File: src/verilog/div_pkg.sv
// ~~~~~~~~~~~~~~~~~~~~~~~~~~~~~~
// divide group shared definitions
// widths, funct3 op codes, step counts and
// the iterative divider state encoding
// ~~~~~~~~~~~~~~~~~~~~~~~~~~~~~~

package div_pkg;

    typedef logic [63:0] bus64_t;   // operand or result
    typedef logic [31:0] bus32_t;   // W-form word slice

    // funct3 of the divide group
    typedef logic [2:0] div_op_t;

    localparam div_op_t OP_DIV  = 3'd4;
    localparam div_op_t OP_DIVU = 3'd5;
    localparam div_op_t OP_REM  = 3'd6;
    localparam div_op_t OP_REMU = 3'd7;

    // radix-16, four quotient bits per cycle
    localparam int unsigned STEP_BITS = 4;

    // iterations left after the first step
    localparam int unsigned STEPS_64 = 15;
    localparam int unsigned STEPS_32 = 7;

    typedef enum logic [1:0] {
        DIV_IDLE,
        DIV_FIRST,
        DIV_OP,
        DIV_DONE
    } div_state_t;

endpackage

File: src/verilog/div_4bits.sv
// ~~~~~~~~~~~~~~~~~~~~~~~~~~~~~~
// radix-16 division step
// four chained restoring steps per call,
// quotient bits shift in at the low end
// ~~~~~~~~~~~~~~~~~~~~~~~~~~~~~~

module div_4bits (
    input  div_pkg::bus64_t remanent_i,
    input  div_pkg::bus64_t dividend_quotient_i,
    input  div_pkg::bus64_t divisor_i,
    output div_pkg::bus64_t remanent_o,
    output div_pkg::bus64_t dividend_quotient_o,
    output div_pkg::bus64_t divisor_o
);
    import div_pkg::*;

    bus64_t      rem;
    bus64_t      dq;
    logic [64:0] shifted;   // one extra bit, 2*rem+1 can exceed 64 bits

    always_comb begin
        rem     = remanent_i;
        dq      = dividend_quotient_i;
        shifted = '0;
        for (int i = 0; i < STEP_BITS; i++) begin
            shifted = {rem, dq[63]};            // bring down next dividend bit
            dq      = {dq[62:0], 1'b0};
            if (shifted >= {1'b0, divisor_i}) begin
                shifted = shifted - {1'b0, divisor_i};
                dq[0]   = 1'b1;                 // quotient bit
            end
            rem = shifted[63:0];
        end
    end

    assign remanent_o          = rem;
    assign dividend_quotient_o = dq;
    assign divisor_o           = divisor_i;     // held in the same stage

endmodule

File: src/verilog/div_unit.sv
// ~~~~~~~~~~~~~~~~~~~~~~~~~~~~~~
// iterative integer divider
// unsigned core on absolute values, 4 bits
// per cycle, sign fixup and divide by zero
// handling on the done cycle
// ~~~~~~~~~~~~~~~~~~~~~~~~~~~~~~

module div_unit (
    input  logic            clk_i,
    input  logic            rstn_i,
    input  logic            kill_div_i,
    input  logic            request_i,
    input  logic            int_32_i,
    input  logic            signed_op_i,
    input  div_pkg::bus64_t dvnd_i,         // rs1
    input  div_pkg::bus64_t dvsr_i,         // rs2
    output div_pkg::bus64_t quo_o,
    output div_pkg::bus64_t rmd_o,
    output logic            stall_o,
    output logic            done_tick_o
);
    import div_pkg::*;

    div_state_t state_q;
    div_state_t state_d;
    logic [3:0] cnt_q;      // steps still to run in DIV_OP
    logic [3:0] cnt_d;
    logic       start;      // request sampled in idle
    logic       step_en;

    bus64_t dvnd_ext;
    bus64_t dvsr_ext;
    logic   dvnd_neg;
    logic   dvsr_neg;
    bus64_t dvnd_abs;
    bus64_t dvsr_abs;
    logic   div_zero;

    // operation context, captured at the sampling edge
    logic   int_32_q;
    logic   neg_quo_q;
    logic   neg_rmd_q;
    logic   div_zero_q;
    bus64_t dvnd_q;
    bus64_t dvnd_abs_q;
    bus64_t dvsr_abs_q;

    bus64_t remanent_in;
    bus64_t dividend_quotient_in;
    bus64_t divisor_in;
    bus64_t remanent_out;
    bus64_t dividend_quotient_out;
    bus64_t divisor_out;
    bus64_t remanent_q;
    bus64_t dividend_quotient_q;
    bus64_t divisor_q;

    bus64_t quo_fix;
    bus64_t rmd_fix;
    bus32_t quo_w;
    bus32_t rmd_w;

    // extend W operands from bit 31 (signed) or with zeros
    assign dvnd_ext = int_32_i ? {{32{signed_op_i & dvnd_i[31]}}, dvnd_i[31:0]} : dvnd_i;
    assign dvsr_ext = int_32_i ? {{32{signed_op_i & dvsr_i[31]}}, dvsr_i[31:0]} : dvsr_i;

    assign dvnd_neg = signed_op_i & dvnd_ext[63];
    assign dvsr_neg = signed_op_i & dvsr_ext[63];
    assign dvnd_abs = dvnd_neg ? ~dvnd_ext + 64'd1 : dvnd_ext;
    assign dvsr_abs = dvsr_neg ? ~dvsr_ext + 64'd1 : dvsr_ext;

    assign div_zero = int_32_i ? (dvsr_i[31:0] == '0) : (dvsr_i == '0);

    always_ff @(posedge clk_i or negedge rstn_i) begin
        if (!rstn_i) begin
            state_q <= DIV_IDLE;
            cnt_q   <= '0;
        end else begin
            state_q <= state_d;
            cnt_q   <= cnt_d;
        end
    end

    always_ff @(posedge clk_i) begin
        if (start) begin
            int_32_q   <= int_32_i;
            neg_quo_q  <= dvnd_neg ^ dvsr_neg;
            neg_rmd_q  <= dvnd_neg;             // remainder takes dividend sign
            div_zero_q <= div_zero;
            dvnd_q     <= dvnd_i;
            dvnd_abs_q <= dvnd_abs;
            dvsr_abs_q <= dvsr_abs;
        end
    end

    always_ff @(posedge clk_i) begin
        if (step_en) begin
            remanent_q          <= remanent_out;
            dividend_quotient_q <= dividend_quotient_out;
            divisor_q           <= divisor_out;
        end
    end

    always_comb begin
        state_d     = state_q;
        cnt_d       = cnt_q;
        start       = 1'b0;
        step_en     = 1'b0;
        stall_o     = 1'b0;
        done_tick_o = 1'b0;
        case (state_q)
            DIV_IDLE: begin
                if (request_i && !kill_div_i) begin
                    start   = 1'b1;
                    state_d = DIV_FIRST;
                end
            end
            DIV_FIRST: begin
                if (kill_div_i) begin
                    state_d = DIV_IDLE;
                end else begin
                    stall_o = 1'b1;
                    step_en = 1'b1;
                    cnt_d   = int_32_q ? 4'(STEPS_32) : 4'(STEPS_64);
                    state_d = DIV_OP;
                end
            end
            DIV_OP: begin
                if (kill_div_i) begin
                    state_d = DIV_IDLE;
                end else begin
                    stall_o = 1'b1;
                    step_en = 1'b1;
                    cnt_d   = cnt_q - 4'd1;
                    if (cnt_q == 4'd1) begin
                        state_d = DIV_DONE;
                    end
                end
            end
            DIV_DONE: begin
                done_tick_o = !kill_div_i;
                state_d     = DIV_IDLE;
            end
            default: state_d = DIV_IDLE;
        endcase
    end

    // first step starts from a clear remainder, W dividend sits in the upper half
    always_comb begin
        if (state_q == DIV_FIRST) begin
            remanent_in          = '0;
            dividend_quotient_in = int_32_q ? {dvnd_abs_q[31:0], 32'b0} : dvnd_abs_q;
            divisor_in           = dvsr_abs_q;
        end else begin
            remanent_in          = remanent_q;
            dividend_quotient_in = dividend_quotient_q;
            divisor_in           = divisor_q;
        end
    end

    div_4bits div_4bits_i (
        .remanent_i          (remanent_in),
        .dividend_quotient_i (dividend_quotient_in),
        .divisor_i           (divisor_in),
        .remanent_o          (remanent_out),
        .dividend_quotient_o (dividend_quotient_out),
        .divisor_o           (divisor_out)
    );

    // signed overflow falls out of the negation, no special case
    assign quo_fix = div_zero_q ? '1 :
                     (neg_quo_q ? ~dividend_quotient_q + 64'd1 : dividend_quotient_q);
    assign rmd_fix = div_zero_q ? dvnd_q :
                     (neg_rmd_q ? ~remanent_q + 64'd1 : remanent_q);

    assign quo_w = quo_fix[31:0];
    assign rmd_w = rmd_fix[31:0];

    assign quo_o = !done_tick_o ? '0 : (int_32_q ? {{32{quo_w[31]}}, quo_w} : quo_fix);
    assign rmd_o = !done_tick_o ? '0 : (int_32_q ? {{32{rmd_w[31]}}, rmd_w} : rmd_fix);

endmodule

File: src/verilog/div_exec.sv
// ~~~~~~~~~~~~~~~~~~~~~~~~~~~~~~
// divide execution unit
// decodes DIV/DIVU/REM/REMU and W forms,
// runs div_unit, returns quotient or remainder
// ~~~~~~~~~~~~~~~~~~~~~~~~~~~~~~

module div_exec (
    input  logic             clk_i,
    input  logic             rstn_i,
    input  logic             valid_i,       // held until result or kill
    input  logic             kill_i,
    input  div_pkg::div_op_t op_i,
    input  logic             word_i,        // W form
    input  div_pkg::bus64_t  rs1_i,
    input  div_pkg::bus64_t  rs2_i,
    output logic             busy_o,
    output logic             result_valid_o,
    output div_pkg::bus64_t  result_o
);
    import div_pkg::*;

    logic   signed_op;
    logic   rem_sel;    // remainder instead of quotient
    bus64_t quo;
    bus64_t rmd;
    logic   stall;
    logic   done_tick;

    always_comb begin
        case (op_i)
            OP_DIV: begin
                signed_op = 1'b1;
                rem_sel   = 1'b0;
            end
            OP_DIVU: begin
                signed_op = 1'b0;
                rem_sel   = 1'b0;
            end
            OP_REM: begin
                signed_op = 1'b1;
                rem_sel   = 1'b1;
            end
            OP_REMU: begin
                signed_op = 1'b0;
                rem_sel   = 1'b1;
            end
            default: begin
                // same bit rules as funct3 for anything else
                signed_op = ~op_i[0];
                rem_sel   = op_i[1];
            end
        endcase
    end

    div_unit div_unit_i (
        .clk_i       (clk_i),
        .rstn_i      (rstn_i),
        .kill_div_i  (kill_i),
        .request_i   (valid_i),
        .int_32_i    (word_i),
        .signed_op_i (signed_op),
        .dvnd_i      (rs1_i),
        .dvsr_i      (rs2_i),
        .quo_o       (quo),
        .rmd_o       (rmd),
        .stall_o     (stall),
        .done_tick_o (done_tick)
    );

    assign busy_o         = stall;
    assign result_valid_o = done_tick;
    assign result_o       = rem_sel ? rmd : quo;   // both zero outside the done cycle

endmodule

File: config.mk
export PLATFORM = sky130hd
export DESIGN_NAME = div_exec
export DESIGN_NICKNAME = d
export VERILOG_FILES = /design/src/verilog/div_pkg.sv /design/src/verilog/div_4bits.sv /design/src/verilog/div_unit.sv /design/src/verilog/div_exec.sv
export SDC_FILE = /design/constraint.sdc
export NUM_CORES = 2
export LEC_CHECK = 0
export BUFFER_PORTS_ARGS = -buffer_cell sky130_fd_sc_hd__buf_2
export CAP_MARGIN = 20
export CELL_PAD_IN_SITES_DETAIL_PLACEMENT = 1
export CELL_PAD_IN_SITES_GLOBAL_PLACEMENT = 1
export CORE_MARGIN = 4
export CORE_UTILIZATION = 53
export CTS_CLUSTER_DIAMETER = 40
export DETAILED_ROUTE_END_ITERATION = 6
export GPL_TIMING_DRIVEN = 0
export HOLD_SLACK_MARGIN = 0.06
export PLACE_DENSITY = 0.93
export SLEW_MARGIN = 20
export SYNTH_ARGS = -nofsm -noshare
export SYNTH_HDL_FRONTEND = slang
export SYNTH_SLANG_ARGS = --single-unit
File: constraint.sdc
create_clock -name clk_i -period 25.7 [get_ports clk_i]
set_input_delay 3.855 -clock clk_i [delete_from_list [all_inputs] [get_ports clk_i]]
set_output_delay 3.855 -clock clk_i [all_outputs]
set_load 0.01 [all_outputs]
==> impl_metrics.py <==
metrics = {
    "timing": {
        "fmaxAchievable_mhz": 38.57,
        "tns_ns": -9.277,
        "finalHoldViolCount": 0,
        "relSlewSlack": 0.07383,
        "grt_setup_unrepaired": "false",
        "report.final.slew_viol_count": 0,
        "period_share": 1.009,
        "finalClockSkew_ns": 0.06890,
        "setup_ws_ns": -0.2249,
        "finalCriticalPeriod_ns": 25.92,
        "worst_slew_pin_slew_ns": 1.375,
        "holdWs_ns": 0.5293,
        "finalSetupViolations": 53,
    },
    "clock_tree": {
        "cts_hold_buf": 0,
        "cts_setup_buffers": 0,
        "htreeDepth": 3,
        "cts-buffers-inserted": 74,
        "cts_tree": "done",
        "cts_resized": 0,
        "clock_sinks": 393,
        "clk_pin_slew_ns": 0.05,
        "cts_root_buffer": "clkbuf_16",
        "worstSkewPairLatency_ns": 0.66,
        "cts_buffer_depth": 3,
    },
    "yosys": {
        "synth.cell_area_um2": 40270,
        "synth_warnings": 0,
        "synthArstFlopShare": 0.01527,
        "yosysUniqueCellTypes": 95,
        "syn_avg_cell_area_um2": 8.540,
        "yosys.area.top_type_share": 0.2886,
        "seq_area_frac_synth": 0.2923,
        "synthCells": 4715,
        "ys_ff_latch": 393,
        "syn-num-nets": 5121,
        "synthFlopType": "edfxtp_1",
        "synth_area_leader_cell": "edfxtp_1",
        "synth-edff-count": 387,
        "synth.area.top_cells": "edfxtp_1 (29%), ha_1 (8.3%), xnor2_1 (6.4%)",
    },
    "critical_path": {
        "crit_top_cell": "clkbuf_1",
        "cp.arrival_ns": 26.29,
        "critPathKind": "reg -> reg",
        "critPathSlowestCell": "mux2i_1",
        "cp-start-kind": "flip-flop",
        "crit_family": "buffers and inverters",
        "max_stage_delay_ns": 1.00,
        "required_ns": 26.07,
        "cp_max_fo": 10,
        "cp-end-kind": "flip-flop",
        "cp.buffers_inverters": 21,
    },
    "grt": {
        "grt_pass1_wl_um": 292100,
        "grt.overflow.total": 0,
        "antenna_found_initial": 25,
        "grt_max_degree": 29,
        "grt_use_total": 0.4836,
        "grt_pass1_vias": 43650,
    },
    "floorplanning": {
        "die_h_um": 283.6,
        "die_area_um2": 80450,
        "die_w_um": 283.6,
        "io_pins": 202,
        "placementRows": 100,
        "initial_core_util": 0.5382,
        "design.core.area_um2": 74820,
    },
    "placement": {
        "port_buffers": 198,
        "dp_cells": 5899,
        "gp_congestion": 1.093,
        "hpwl_um": 156600,
        "dpl_worst_slack_ns": 0.7681,
    },
    "drt": {
        "final_antenna_net_count": 0,
        "via_per_inst": 7.245,
        "via_count": 43800,
        "routed_wl_um": 204900,
        "drt_iter0_drc": 6420,
        "remaining_drc_errors": 2,
        "routedWlPerCell_um": 33.89,
        "dr.pass1.iters": 7,
    },
    "layout": {
        "layout_commonest_cell": "a21oi_1",
        "fillCellCount": 8835,
        "final_cells": 6045,
        "fin_nets": 5413,
        "multi_input_area_um2": 26720,
        "seq_area_um2": 11770,
        "final_layout_size_suffix_gt1_frac": 0.1273,
        "mostFrequentLayoutCells": "a21oi_1 (480), nand2_1 (395), edfxtp_1 (387)",
        "syn2layout_area_growth_pct": 13.07,
    },
    "outcome": {
        "status": "complete, but fails checks",
        "violations": "DRC, setup timing",
    },
    "hold_path": {
        "hold_class": "reg -> reg",
    },
    "job": {
        "cap_violations": 0,
    },
}
==> synth_stat cells, types with 40 or more instances <==
| cell | count |
|---|---|
| a21o_1 | 145 |
| a21oi_1 | 481 |
| a221oi_1 | 43 |
| buf_2 | 40 |
| clkbuf_1 | 171 |
| edfxtp_1 | 387 |
| ha_1 | 266 |
| inv_1 | 211 |
| mux2_2 | 140 |
| mux2_4 | 46 |
| mux2i_1 | 128 |
| nand2_1 | 395 |
| nand2b_1 | 41 |
| nand3_1 | 87 |
| nand4_1 | 76 |
| nor2_1 | 371 |
| nor2b_1 | 94 |
| nor3_1 | 92 |
| nor4_1 | 42 |
| o21a_1 | 42 |
| o21ai_0 | 353 |
| o21bai_1 | 46 |
| o31ai_1 | 61 |
| or3_1 | 43 |
| xnor2_1 | 292 |
| xor2_1 | 169 |
==> cells by family after synthesis <==
group                    Yosys count  share of synthesized area
AO/OA/AOI/OAI                   1445                     0.2258
AND/OR/NAND/NOR                 1367                     0.1620
buffers and inverters            465                    0.04680
XOR/XNOR                         461                     0.1003
flip-flops                       393                     0.2923
multiplexers                     314                    0.08812
adder cells (fa/ha/maj)          270                    0.08464
==> metal layers <==
| metal | GRT usage | vias to the layer above | wire [um] |
|---|---|---|---|
| li1 | - | 18030 | - |
| met1 | 0.6190 | 21360 | 75630 |
| met2 | 0.7020 | 3515 | 83890 |
| met3 | 0.1782 | 884 | 30470 |
| met4 | 0.2775 | 14 | 14620 |
| met5 | 0 | - | 273 |
==> final timing paths <==
check / startpoint / slack [ns] / cells past startpoint / to
max in group asynchronous: rstn_i / 22.51 / 1 / div_unit_i.state_q[0]
min: div_unit_i.cnt_q[0] / 0.53 / 1 / div_unit_i.cnt_q[0]
min in group asynchronous: rstn_i / 3.04 / 1 / div_unit_i.cnt_q[1]
min reg2reg: div_unit_i.cnt_q[0] / 0.53 / 1 / div_unit_i.cnt_q[0]
max: div_unit_i.state_q[1] / -0.22 / 67 / div_unit_i.remanent_q[33]
max reg2reg: div_unit_i.state_q[1] / -0.22 / 67 / div_unit_i.remanent_q[33]
==> layout make-up <==
class | count | share of cell area
clock inverter | 54 | 0.01459
antenna | 11 | 0.0006046
tap | 969 | 0.02663
inverter | 214 | 0.01775
multi-input combinational | 3857 | 0.5868
clock buffer | 80 | 0.04117
buffer | 251 | 0.02396
sequential | 393 | 0.2585
timing repair buffer | 216 | 0.02990
==> state kept, by name, summed over array words and instances (netlist names), 2 cells and up <==
| signal | flops |
|---|---|
| div_unit_i.dvsr_abs_q | 64 |
| div_unit_i.dvnd_q | 64 |
| div_unit_i.dividend_quotient_q | 64 |
| div_unit_i.state_q | 2 |
| div_unit_i.dvnd_abs_q | 63 |
| div_unit_i.remanent_q | 64 |
| div_unit_i.cnt_q | 4 |
| div_unit_i.divisor_q | 64 |
==> per-stage QoR <==
stage | area (um^2) | util
after floorplan | 40270 | -
after global placement | 42470 | 0.5676
after detailed placement | 42880 | 0.5730
after CTS | 45410 | 0.6070
after global routing | 45500 | 0.6082
final | 45530 | 0.6085
Power is not shown: default switching activity piles up to over one toggle a cycle in this logic, so the estimate is an artifact.
